File: src/rtl/sram_settings.svh
//////////////////////////////
// SRAM subsystem settings
// Bus widths, chip widths and request queue depth
//////////////////////////////

`ifndef SRAM_SETTINGS_SVH
`define SRAM_SETTINGS_SVH

`define SRAM_BUS_DATA_WIDTH  32
`define SRAM_BUS_ADDR_WIDTH  32
`define SRAM_DATA_WIDTH      16
`define SRAM_ADDR_WIDTH      20
// Must be a power of two
`define SRAM_REQ_QUEUE_DEPTH 4

`endif

File: src/rtl/sram_pkg.sv
//////////////////////////////
// SRAM subsystem types
// Bus request/response structs and controller states
//////////////////////////////

`default_nettype none

`include "sram_settings.svh"

package sram_pkg;

    typedef logic [`SRAM_BUS_DATA_WIDTH-1:0]   bus_data_t;
    typedef logic [`SRAM_BUS_ADDR_WIDTH-1:0]   bus_addr_t;
    typedef logic [`SRAM_BUS_DATA_WIDTH/8-1:0] bus_sel_t;
    typedef logic [`SRAM_DATA_WIDTH-1:0]       sram_data_t;
    typedef logic [`SRAM_ADDR_WIDTH-1:0]       sram_addr_t;

    typedef struct packed {
        logic      we;
        bus_sel_t  sel;
        bus_addr_t addr;
        bus_data_t wdata;
    } sram_req_t;

    typedef struct packed {
        logic      we;
        bus_data_t rdata;
    } sram_rsp_t;

    typedef enum logic [2:0] {
        IDLE         = 3'd0,
        READ_GATHER  = 3'd1,
        WRITE_GATHER = 3'd2,
        UNALIGNED    = 3'd3,
        ACK          = 3'd4
    } sram_ctrl_state_t;

endpackage

`default_nettype wire

File: src/rtl/sram_req_queue.sv
//////////////////////////////
// SRAM request queue
// Buffers bus requests ahead of the SRAM controller
//////////////////////////////

`timescale 1ns/1ps
`default_nettype none

`include "sram_settings.svh"

module sram_req_queue
    import sram_pkg::*;
(
    input  logic      clk,
    input  logic      i_rst_n,

    input  logic      i_push_valid,
    input  sram_req_t i_push_req,
    output logic      o_push_ready,

    output logic      o_pop_valid,
    output sram_req_t o_pop_req,
    input  logic      i_pop_ready
);

    localparam int DEPTH  = `SRAM_REQ_QUEUE_DEPTH;
    localparam int IDX_W  = (DEPTH > 1) ? $clog2(DEPTH) : 1;

    sram_req_t mem [DEPTH];

    // Pointers carry one extra wrap bit above the entry index
    logic [IDX_W:0] wr_ptr_r;
    logic [IDX_W:0] rd_ptr_r;

    logic full;
    logic empty;
    logic push;
    logic pop;

    assign empty = (wr_ptr_r == rd_ptr_r);
    assign full  = (wr_ptr_r[IDX_W] != rd_ptr_r[IDX_W]) &&
                   (wr_ptr_r[IDX_W-1:0] == rd_ptr_r[IDX_W-1:0]);

    assign push = i_push_valid && !full;
    assign pop  = i_pop_ready && !empty;

    assign o_push_ready = !full;
    assign o_pop_valid  = !empty;
    assign o_pop_req    = mem[rd_ptr_r[IDX_W-1:0]];

    always_ff @(posedge clk or negedge i_rst_n) begin
        if (!i_rst_n) begin
            wr_ptr_r <= '0;
            rd_ptr_r <= '0;
        end else begin
            if (push) wr_ptr_r <= wr_ptr_r + 1'b1;
            if (pop)  rd_ptr_r <= rd_ptr_r + 1'b1;
        end
    end

    always_ff @(posedge clk) begin
        if (push) mem[wr_ptr_r[IDX_W-1:0]] <= i_push_req;
    end

    // Head entry must not move while it waits for the controller
    a_pop_stable : assert property (
        @(posedge clk) disable iff (!i_rst_n)
        (o_pop_valid && !i_pop_ready) |=> (o_pop_valid && $stable(o_pop_req))
    );

endmodule

`default_nettype wire

File: src/rtl/sram_ctrl.sv
//////////////////////////////
// SRAM controller
// Splits 32-bit requests into 16-bit async SRAM cycles
//////////////////////////////

`timescale 1ns/1ps
`default_nettype none

`include "sram_settings.svh"

module sram_ctrl
    import sram_pkg::*;
(
    input  logic       clk,
    input  logic       i_rst_n,

    // Request side
    input  logic       i_req_valid,
    input  sram_req_t  i_req,
    output logic       o_req_ready,

    // Response side
    output logic       o_rsp_valid,
    output sram_rsp_t  o_rsp,
    input  logic       i_rsp_ready,

    // SRAM pins
    output logic       o_sram_ce_n,
    output logic       o_sram_oe_n,
    output logic       o_sram_we_n,
    output logic       o_sram_lb_n,
    output logic       o_sram_ub_n,
    output sram_addr_t o_sram_addr,
    output sram_data_t o_sram_dq,
    output logic       o_sram_dq_oe,
    input  sram_data_t i_sram_dq
);

    localparam int BUS_W   = `SRAM_BUS_DATA_WIDTH;
    localparam int LANE_W  = `SRAM_DATA_WIDTH;
    localparam int LANES   = LANE_W / 8;
    // Room for one extra SRAM word when the access starts on an odd byte
    localparam int IMG_W   = BUS_W + LANE_W;
    localparam int SEL_W   = IMG_W / 8;

    sram_ctrl_state_t state_r;
    sram_ctrl_state_t state_next;

    logic [1:0] idx_r;
    logic [1:0] idx_next;

    sram_req_t        req_r;
    logic [IMG_W-1:0] wr_img_r;
    logic [SEL_W-1:0] sel_img_r;
    logic [IMG_W-1:0] rd_img_r;

    logic             accept;
    logic             access;
    logic             wr_cyc;
    logic             odd;
    logic             in_odd;
    logic [IMG_W-1:0] in_img;
    logic [SEL_W-1:0] in_sel;
    logic [LANES-1:0] lane_sel;
    sram_rsp_t        rsp_c;

    assign accept = (state_r == IDLE) && i_req_valid;
    assign access = (state_r == READ_GATHER) || (state_r == WRITE_GATHER) ||
                    (state_r == UNALIGNED);
    assign wr_cyc = (state_r == WRITE_GATHER) || ((state_r == UNALIGNED) && req_r.we);
    assign odd    = req_r.addr[0];

    // Shift data and selects up one byte for odd addresses
    assign in_odd = i_req.addr[0];
    assign in_img = in_odd ? {8'b0, i_req.wdata, 8'b0} : {{LANE_W{1'b0}}, i_req.wdata};
    assign in_sel = in_odd ? {1'b0, i_req.sel, 1'b0} : {{LANES{1'b0}}, i_req.sel};

    always_comb begin
        state_next = state_r;
        idx_next   = idx_r;
        case (state_r)
            IDLE: begin
                idx_next = '0;
                if (i_req_valid) begin
                    state_next = i_req.we ? WRITE_GATHER : READ_GATHER;
                end
            end
            READ_GATHER, WRITE_GATHER: begin
                idx_next = idx_r + 1'b1;
                if (idx_r == 2'd1) begin
                    state_next = odd ? UNALIGNED : ACK;
                end
            end
            UNALIGNED: begin
                state_next = ACK;
            end
            ACK: begin
                if (i_rsp_ready) state_next = IDLE;
            end
            default: begin
                state_next = IDLE;
                idx_next   = '0;
            end
        endcase
    end

    always_ff @(posedge clk or negedge i_rst_n) begin
        if (!i_rst_n) begin
            state_r <= IDLE;
            idx_r   <= '0;
        end else begin
            state_r <= state_next;
            idx_r   <= idx_next;
        end
    end

    // The chip answers within the cycle, so each half is taken at the closing edge
    always_ff @(posedge clk) begin
        if (accept) begin
            req_r     <= i_req;
            wr_img_r  <= in_img;
            sel_img_r <= in_sel;
        end
        if (access) begin
            rd_img_r[idx_r*LANE_W +: LANE_W] <= i_sram_dq;
        end
    end

    assign lane_sel = sel_img_r[idx_r*LANES +: LANES];

    assign rsp_c.we    = req_r.we;
    assign rsp_c.rdata = req_r.we ? '0 :
                         (odd ? rd_img_r[BUS_W+7:8] : rd_img_r[BUS_W-1:0]);

    assign o_req_ready = (state_r == IDLE);
    assign o_rsp_valid = (state_r == ACK);
    assign o_rsp       = rsp_c;

    // Chip and output enable stay asserted while the write strobe overrides the output
    assign o_sram_ce_n  = 1'b0;
    assign o_sram_oe_n  = 1'b0;
    assign o_sram_we_n  = !wr_cyc;
    assign o_sram_lb_n  = !(access && lane_sel[0]);
    assign o_sram_ub_n  = !(access && lane_sel[1]);
    assign o_sram_addr  = req_r.addr[`SRAM_ADDR_WIDTH:1] + sram_addr_t'(idx_r);
    assign o_sram_dq    = wr_img_r[idx_r*LANE_W +: LANE_W];
    assign o_sram_dq_oe = wr_cyc;

    a_rsp_stable : assert property (
        @(posedge clk) disable iff (!i_rst_n)
        (state_r == ACK && !i_rsp_ready) |=> (o_rsp_valid && $stable(o_rsp))
    );

    // Write strobe stays inside the words of a latched write, the third only when odd
    a_we_in_write : assert property (
        @(posedge clk) disable iff (!i_rst_n)
        !o_sram_we_n |-> (access && req_r.we && (idx_r != 2'd2 || odd))
    );

endmodule

`default_nettype wire

File: src/rtl/sram_subsys_top.sv
//////////////////////////////
// SRAM subsystem top
// Request queue feeding the SRAM controller
//////////////////////////////

`timescale 1ns/1ps
`default_nettype none

`include "sram_settings.svh"

module sram_subsys_top
    import sram_pkg::*;
(
    input  logic       clk,
    input  logic       i_rst_n,

    // Bus request port
    input  logic       i_req_valid,
    input  sram_req_t  i_req,
    output logic       o_req_ready,

    // Bus response port
    output logic       o_rsp_valid,
    output sram_rsp_t  o_rsp,
    input  logic       i_rsp_ready,

    // SRAM pins, data bus split for an external pad
    output logic       o_sram_ce_n,
    output logic       o_sram_oe_n,
    output logic       o_sram_we_n,
    output logic       o_sram_lb_n,
    output logic       o_sram_ub_n,
    output sram_addr_t o_sram_addr,
    output sram_data_t o_sram_dq,
    output logic       o_sram_dq_oe,
    input  sram_data_t i_sram_dq
);

    logic      q_valid;
    logic      q_ready;
    sram_req_t q_req;

    sram_req_queue sram_req_queue_i (
        .clk          (clk),
        .i_rst_n      (i_rst_n),
        .i_push_valid (i_req_valid),
        .i_push_req   (i_req),
        .o_push_ready (o_req_ready),
        .o_pop_valid  (q_valid),
        .o_pop_req    (q_req),
        .i_pop_ready  (q_ready)
    );

    sram_ctrl sram_ctrl_i (
        .clk          (clk),
        .i_rst_n      (i_rst_n),
        .i_req_valid  (q_valid),
        .i_req        (q_req),
        .o_req_ready  (q_ready),
        .o_rsp_valid  (o_rsp_valid),
        .o_rsp        (o_rsp),
        .i_rsp_ready  (i_rsp_ready),
        .o_sram_ce_n  (o_sram_ce_n),
        .o_sram_oe_n  (o_sram_oe_n),
        .o_sram_we_n  (o_sram_we_n),
        .o_sram_lb_n  (o_sram_lb_n),
        .o_sram_ub_n  (o_sram_ub_n),
        .o_sram_addr  (o_sram_addr),
        .o_sram_dq    (o_sram_dq),
        .o_sram_dq_oe (o_sram_dq_oe),
        .i_sram_dq    (i_sram_dq)
    );

endmodule

`default_nettype wire

File: config.mk
export PLATFORM = sky130hd
export DESIGN_NAME = sram_subsys_top
export DESIGN_NICKNAME = d
export VERILOG_FILES = /design/src/rtl/sram_pkg.sv /design/src/rtl/sram_req_queue.sv /design/src/rtl/sram_ctrl.sv /design/src/rtl/sram_subsys_top.sv
export VERILOG_INCLUDE_DIRS = /design/src /design/src/rtl
export SDC_FILE = /design/constraint.sdc
export NUM_CORES = 1
export LEC_CHECK = 0
export ABC_CLOCK_PERIOD_IN_PS = 9850
export BUFFER_PORTS_ARGS = -buffer_cell sky130_fd_sc_hd__buf_2
export CAP_MARGIN = 20
export CORE_UTILIZATION = 50
export CTS_CLUSTER_DIAMETER = 40
export DETAILED_ROUTE_END_ITERATION = 6
export PLACE_DENSITY = 0.74
export RECOVER_POWER = 50
export SLEW_MARGIN = 20
export SYNTH_ARGS = -nofsm -noshare
export SYNTH_HDL_FRONTEND = slang
export SYNTH_HIERARCHICAL = 1
export SYNTH_SLANG_ARGS = --single-unit
File: constraint.sdc
create_clock -name clk -period 9.85 [get_ports clk]
set_input_delay 2.4625 -clock clk [delete_from_list [all_inputs] [get_ports clk]]
set_output_delay 2.4625 -clock clk [all_outputs]
set_load 0.01 [all_outputs]
-- Word-level counts from Yosys, hierarchy flattened
Memory sizes are Yosys's and may differ from the RTL's.
Index checks and enable logic that the tools add are counted.
- bits in registers: 135
- bits in writable memories: 276
- input port bits: 89
- output and inout port bits: 77
- logic and storage cells: 66
- memories kept: 1
- $add $sub $neg: 5
- equal/unequal tests: 11
- shift-type cells: 4
- multiplexer cells: 14
- reduce and logical (&&, ||, !) cells: 18
- memory list (memory ; words ; width ; read ports ; clocked after Yosys merged registers in ; wr ports ; line ; text):
    sram_req_queue_i.mem ; 4 ; 69 ; 1 ; 0 ; 1 ; sram_req_queue.sv:29 ; sram_req_t mem [DEPTH];
- operators with widths (kind ; number):
    two-way mux 32 bit ; 3
    bitwise mux 48 bit ; 1
    variable shift 16 x 34 -> 48 bit, first input constant ; 1
    variable part select 16 x 34 -> 48 bit ; 1
    variable part select 48 x 7 -> 16 bit ; 1
    negation 6 -> 34 bit ; 1
    adder 20 x 2 -> 20 bit ; 1
    two-way mux 3 bit ; 4
    one-hot mux 3 bit (4 select lines) ; 1
    adder 3 x 1 -> 3 bit, second input constant ; 2
    == test 3 x 2 -> 1 bit, second input constant ; 2
    logical AND 1 bit ; 6
    variable part select 6 x 4 -> 2 bit ; 1
    zero test 1 bit ; 5
    two-way mux 4 bit ; 1
    inequality test 2 x 1 -> 1 bit, second input constant ; 2
    one-hot mux 2 bit (2 select lines) ; 1
    OR reduction 2 bit ; 2
    == test 3 x 1 -> 1 bit, second input constant ; 1
    == test 3 bit ; 1
    == test 3 bit, second input constant ; 1
    zero test 3 bit ; 1
    logical OR 1 bit ; 3
    AND reduction 3 bit ; 1
    7 further kinds ; 8

-- Depth between registers and ports, before layout
Gate-level depths: netlist (run 1).
- word-level depth: 6
- mapped depth: 7
- mapped depth without buffers: 6

-- By module
Netlist (run 1), hierarchy kept.
- by module, submodules not included (module ; times used ; cells each ; area an instance (um^2) ; seq. area each (um^2)):
    sram_req_queue ; 1 ; 408 ; 10431.3 ; 8438.1
    sram_ctrl ; 1 ; 441 ; 5625.4 ; 3338.2

-- Worst setup path after synthesis (run 1)
OpenSTA, ideal clock, no wires.
- path kind: input-to-reg
- start point: input port i_req_valid
- end point: memory sram_req_queue_i/mem[0][0] in the netlist's numbering, enable pin
- setup time: 0.435 ns
- arrival time: 4.130 ns
- data required time: 9.415 ns
- slack: 5.285 ns
- cell stages on the path: 1
- buffers on the path: 0
- cells stage by stage: and3_1
- cells in the longest elaborated chain, start to end: 3
- RTL lines (what ; line ; text):
    from (decl) ; sram_subsys_top.sv:18 ; input logic i_req_valid,
    logical AND 1 bit ; sram_req_queue.sv:44 ; assign push = i_push_valid && !full;
    two-way mux 1 bit ; sram_req_queue.sv:62 ; if (push) mem[wr_ptr_r[IDX_W-1:0]] <= i_push_req;
    two-way mux 1 bit (not written as such) ; sram_req_queue.sv:62 ;
    to (decl) ; sram_req_queue.sv:29 ;
Every way passes these cells.

-- Worst setup path after layout (run 1)
- start point: register sram_ctrl_i.idx_r[0]
- end point: output port o_sram_addr[8]
- cells in the longest elaborated chain, start to end: 1
- RTL lines (what ; line ; text):
    from (decl) ; sram_ctrl.sv:49 ; logic [1:0] idx_r;
    from (signal assigned) ; sram_ctrl.sv:113 ; idx_r <= idx_next;
    adder 20 x 2 -> 20 bit ; sram_ctrl.sv:145 ; assign o_sram_addr = req_r.addr[`SRAM_ADDR_WIDTH:1] + sram_addr_t'(idx_r);
    to (decl) ; sram_subsys_top.sv:33 ; output sram_addr_t o_sram_addr,
Every way passes these cells.

==> results_dict.tcl, run 1 <==
set metrics [dict create \
    cap_violations 4 \
    finalCritPeriodShare_pct 64.33 \
    io_pins 166 \
    ant_nets 0 \
    fmax_ghz 0.1578 \
    synthCells 794 \
    drc 0 \
    clock_skew_ns 0.02197 \
    chipHeight_microns 172.2 \
    cp_data_arrival_time_ns 3.87 \
    post_cts_buffers 0 \
    drive_gt1_share_pct 26.28 \
    cts_root_buf "clkbuf_16" \
    peakVddDrop_mv 0.2802 \
    hold_end "sram_req_queue_i/wr_ptr_r[2]" \
    port_buffers 152 \
    first_pass_iters 5 \
    relSlewSlack_pct -182.4 \
    grt_overflow 0 \
    setup_tns_ns 0 \
    status "finished with violations" \
    period_needed_ns 6.336 \
    gp_congestion 0.7810 \
    rsz0062_at_grt "false" \
    initial_core_util_pct 51.44 \
    postSynthAreaPerCell_sq_um 18.25 \
    clk_latency_ns 0.53 \
    htreeDepth 2 \
    rrSetupSlack_ns 4.39 \
    grt_max_degree 63 \
    syn_area_sq_um 14490 \
    grt_pass1_vias 7559 \
    worstHoldStart "sram_req_queue_i/wr_ptr_r[2]" \
    total_power_mw 5.862 \
    worstPathRequired_ns 7.39 \
    rr_endpoint "sram_ctrl_i/wr_img_r[13]" \
    grt_use_total_pct 18.69 \
    cp-end-kind "output pin" \
    cp_max_fo 26 \
    vias 7379 \
    nFillCells 2075 \
    die_x_microns 172.2 \
    hold_depth 1 \
    min_path_type "flip-flop to flip-flop" \
    placed_area_sq_um 15580 \
    num-nets-final 1061 \
    final_cell_area_sq_um 17010 \
    route.detailed.wl_per_inst_microns 19.48 \
    hpwl_microns 16270 \
    hold_viol_final 0 \
    leakage_nw 5.865 \
    drv_slew 157 \
    first_iter_violations 415 \
    wirelength_microns 26750 \
    ys_warn_count 6 \
    rows 61 \
    clock_path_buffers 3 \
    cts_tree "yes" \
    clk_pin_slew_worst_paths_ns 0.05 \
    rr_worst_depth 3 \
    vias_per_cell 5.374 \
    cts_inserted_buffers 43 \
    start_kind "flip-flop" \
    core_sq_um 28160 \
    violations "capacitance limit, slew limit" \
    power_density_nw_per_um2 344.6 \
    cts_sinks 350 \
    antenna_found_initial 4 \
    grt_pass1_wl_microns 41400 \
    finalSetupViolCount 0 \
    reg2reg_from "sram_req_queue_i/rd_ptr_r[0]" \
    syn2layout_area_growth_pct 17.41 \
    path_class "flip-flop to output pin" \
    ctsResizeCount 0 \
    postCtsHoldBufs 0 \
    worst_pin_slew_ns 4.236 \
    dieArea_sq_um 29660 \
]
==> worst max-delay path, cell delays in order (launching register included) <==
cell and delay [ns]:
dfrtp_1 0.32, clkbuf_1 1.13, ha_1 0.35, inv_1 0.06, fa_1 0.45, nor2_1 0.52, and3_1 0.25, xor2_1 0.14
buf_2 0.14
==> per-stage QoR <==
step           utilization [%]  instances  hold slack, ns  setup WS [ns]
3_5_place_dp             55.32       1292          0.5566          4.919
5_1_grt                  60.38       1371          0.5777          3.232
4_1_cts                  60.73       1371          0.5644          4.369
3_3_place_gp             55.32       1292          0.5462          4.942
2_1_floorplan                -        795          0.5151          5.405
6_report                 60.40       1373          0.5636          3.514
==> state kept, by name (all words and copies together), names as in the netlist <==
name                       flops
sram_ctrl_i/idx_r              2
sram_ctrl_i/o_rsp              1
sram_ctrl_i/odd                1
sram_ctrl_i/rd_img_r          40
sram_ctrl_i/req_r             20
sram_ctrl_i/sel_img_r          5
sram_ctrl_i/state_r            3
sram_ctrl_i/wr_img_r          40
sram_req_queue_i/mem         232
sram_req_queue_i/rd_ptr_r      3
sram_req_queue_i/wr_ptr_r      3
==> power by group <==
group          switching (mW)  leakage [nW]  total, mW  internal, mW
combinational            1.00          1.86       1.80         0.797
clock                   0.610         0.723       1.63          1.02
sequential              0.206          3.28       2.44          2.23
total                    1.82          5.87       5.86          4.05
==> worst max-delay path by stage <==
stage | cells past startpoint | endpoint | slack, ns | from
finish | 8 | o_sram_addr[8] | 3.51 | sram_ctrl_i/idx_r[0]
global route | 8 | o_sram_addr[8] | 3.23 | sram_ctrl_i/idx_r[0]
CTS | 8 | o_sram_addr[8] | 4.37 | sram_ctrl_i/idx_r[0]
detailed placement | 8 | o_sram_addr[8] | 4.92 | sram_ctrl_i/idx_r[0]
global placement | 8 | o_sram_addr[8] | 4.94 | sram_ctrl_i/idx_r[0]
floorplan | 6 | o_sram_addr[8] | 5.40 | sram_ctrl_i/idx_r[1]
==> metal layers <==
layer  share of wire (%)  GRT usage, %
met2                  50         32.56
met3                 7.0         4.692
met5               0.093             0
met1                  41         23.35
met4                 1.5         4.694
==> cell type report <==
class | count | area, sq um | area share (%)
inverter | 12 | 45.04 | 0.2648
clock inverter | 29 | 399.1 | 2.346
timing repair buffer | 162 | 749.5 | 4.406
clock buffer | 50 | 1124 | 6.605
antenna | 2 | 5.005 | 0.02942
tap | 378 | 473.0 | 2.780
sequential | 350 | 10460 | 61.46
multi-input combinational | 390 | 3760 | 22.10
==> cell usage in the layout, fill, tap and decap left out, types with 8 or more instances in the layout <==
cell / instances
mux2i_1: 51
edfxtp_1: 339
mux2_2: 25
xnor2_1: 19
dfrtp_1: 11
clkbuf_16: 44
nor2b_1: 11
clkbuf_1: 69
mux4_2: 58
inv_1: 12
buf_2: 92
and2_1: 17
nand3_1: 8
nor2_1: 48
ha_1: 12
and2_0: 36
nand2_1: 20
o21ai_1: 9
(Power assumes the default switching activity.)
==> inputs of run 2 (changes only) <==
--- a/config.mk
+++ b/config.mk
@@ -6,13 +6,13 @@
 export SDC_FILE = /design/constraint.sdc
 export NUM_CORES = 1
 export LEC_CHECK = 0
-export ABC_CLOCK_PERIOD_IN_PS = 9850
+export ABC_CLOCK_PERIOD_IN_PS = 5800
 export BUFFER_PORTS_ARGS = -buffer_cell sky130_fd_sc_hd__buf_2
 export CAP_MARGIN = 20
 export CORE_UTILIZATION = 50
 export CTS_CLUSTER_DIAMETER = 40
 export DETAILED_ROUTE_END_ITERATION = 6
-export PLACE_DENSITY = 0.74
+export PLACE_DENSITY = 0.77
 export RECOVER_POWER = 50
 export SLEW_MARGIN = 20
 export SYNTH_ARGS = -nofsm -noshare
==> constraint.sdc (replaced) <==
create_clock -name clk -period 5.8 [get_ports clk]
set_input_delay 1.45 -clock clk [delete_from_list [all_inputs] [get_ports clk]]
set_output_delay 1.45 -clock clk [all_outputs]
set_load 0.01 [all_outputs]
==> run 2 against run 1 <==
  * The flow still finishes with violations (capacitance limit, slew limit)
  * Register-to-register slack lost 2.8 ns
  * Non-clock buffer count unchanged
  * Hold slack got worse by 0.0075 ns
  * Critical path depth shrank 1
  * Die area stayed put
  * Cell area shrank 1.3%
  * Clock-buffer cell count down 3
==> results_dict.tcl, run 2 (synthesized netlist as in run 1, its figures left out) <==
set metrics [dict create \
    ctsResizeCount 0 \
    core_sq_um 28160 \
    io_pins 166 \
    m1WireLength_microns 10860 \
    violations "capacitance limit, slew limit" \
    grt_max_degree 63 \
    preCtsSetupSlack_ns 1.816 \
    rows 61 \
    cp_max_fo 21 \
    fin_ws_ns 1.301 \
    hold_slack_ns 0.5561 \
    setup_tns_ns 0 \
    vias 7419 \
    route.detailed.wl_per_inst_microns 19.62 \
    worstPathRequired_ns 4.35 \
    grt_pass1_wl_microns 41480 \
    drc 0 \
    rsz0062_at_grt "false" \
    wl_met2_microns 13730 \
    p_sw_share_pct 31.63 \
    htreeDepth 2 \
    finalCritPeriodShare_pct 77.56 \
    p_int_mw 6.565 \
    status "finished with violations" \
    layout_common_cells "edfxtp_1, buf_2, clkbuf_1" \
    critPathTopFamily "simple AND/OR/NAND/NOR gates" \
    relSlewSlack_pct -17.14 \
    finalSetupViolCount 0 \
    grt_pass1_vias 7608 \
    clock_path_buffers 3 \
    initial_core_util_pct 51.44 \
    hold_viol_final 0 \
    wirelength_microns 26840 \
    clockPowerShare_pct 25.6 \
    gp_congestion 0.8003 \
    drive_gt1_share_pct 25.61 \
    cp_num_buf_inv 3 \
    leakage_nw 5.794 \
    crit_slowest_cell "fa_1" \
    peakVddDrop_mv 0.4406 \
    post_cts_buffers 0 \
    worst_pin_slew_ns 1.757 \
    final_common_cell "edfxtp_1" \
    power_density_nw_per_um2 571.8 \
    cts_inserted_buffers 41 \
    wl_met3_microns 1701 \
    cts_sinks 350 \
    antenna_found_initial 2 \
    dr.max_layer_used "met5" \
    vias_per_cell 5.423 \
    grt_overflow 0 \
    syn2layout_area_growth_pct 15.91 \
    chipHeight_microns 172.2 \
    cp_data_arrival_time_ns 3.05 \
    first_pass_iters 5 \
    period_needed_ns 4.499 \
    max_stage_delay_ns 0.53 \
    cts_root_buf "clkbuf_16" \
    total_power_mw 9.602 \
    largest_register_ffs 232 \
    cap_violations 4 \
    path_class "flip-flop to output pin" \
    final_cell_count_no_fill 1368 \
    hpwl_microns 16370 \
    ant_nets 0 \
    clk_pin_slew_worst_paths_ns 0.05 \
    num-nets-final 1059 \
    dieArea_sq_um 29660 \
    power_frac_comb_pct 31.2 \
    drv_slew 121 \
    port_buffers 152 \
    min_path_type "flip-flop to flip-flop" \
    die_x_microns 172.2 \
    fmax_ghz 0.2223 \
    critical_path.cell_chain "buf_4 > inv_1 > fa_1 > nor2_1 > and3_1 > xor2_1 > buf_2" \
    power_frac_seq_pct 43.2 \
    power_switching_mw 3.037 \
    cp-end-kind "output pin" \
    grt_use_total_pct 18.75 \
    start_kind "flip-flop" \
    cts_tree "yes" \
    clock_skew_ns 0.01787 \
    postCtsHoldBufs 0 \
    clk_latency_ns 0.52 \
    dp.cells 1292 \
    first_iter_violations 496 \
]
==> run 2: changes by cell type in the layout (fill, tap and decap cells not counted), sizes merged <==
cell,delta
clkbuf,-6
buf,+3
bufinv,-3
clkinv,+3
clkinvlp,-2
==> run 2: path summary, 6_finish.rpt <==
check                                              from                      endpoint  slack (ns)  cells past startpoint
max                                sram_ctrl_i/idx_r[1]                o_sram_addr[8]        1.30                      7
min                        sram_req_queue_i/wr_ptr_r[2]  sram_req_queue_i/wr_ptr_r[2]        0.56                      1
max reg2reg                sram_req_queue_i/rd_ptr_r[0]   sram_req_queue_i/mem[0][44]        1.59                      4
min reg2reg                sram_req_queue_i/wr_ptr_r[2]  sram_req_queue_i/wr_ptr_r[2]        0.56                      1
max in group asynchronous                       i_rst_n  sram_req_queue_i/rd_ptr_r[1]        4.36                      1
min in group asynchronous                       i_rst_n        sram_ctrl_i/state_r[2]        0.95                      1
==> run 2: through the flow <==
stage / util, % / instance area (sq um)
final: 59.62 / 16790
after global placement: 55.32 / 15580
after CTS: 60.01 / 16900
after detailed placement: 55.32 / 15580
after floorplan: - / 14490
after global routing: 59.61 / 16790
==> run 2: power by group through the flow <==
stage                     clock, mW  combinational [mW]  sequential [mW]
final                          2.46                3.00             4.15
after global routing           2.61                3.31             4.23
after CTS                      2.52                3.07             4.16
after detailed placement          0                3.04             4.21
after global placement            0                2.99             4.16
after floorplan                   0                2.26             4.04
==> run 2: worst reg2reg max path: cells and delay by family, from the launching register on <==
| family | cells | cell delay (ns) |
|---|---|---|
| and+or+nand+nor | 2 | 1.48 |
| xor gates and xnor gates | 1 | 0.62 |
| DFF | 1 | 1.13 |
| buffers and inverters | 1 | 0.62 |
==> run 2: layout make-up <==
type | instances | area [sq um]
Fill cell | 2095 | 11370
Sequential cell | 350 | 10460
Multi-Input combinational cell | 390 | 3734
Clock buffer | 47 | 1049
Timing Repair Buffer | 162 | 759.5
Tap cell | 378 | 473.0
Clock inverter | 27 | 271.5
Inverter | 12 | 45.04
Antenna cell | 2 | 5.005
==> run 2: per-layer routing <==
layer | global-route usage (%) | vias to the layer above
li1 | - | 3422
met1 | 23.28 | 3727
met2 | 32.98 | 223
met3 | 4.189 | 45
met4 | 5.271 | 2
met5 | 0 | -
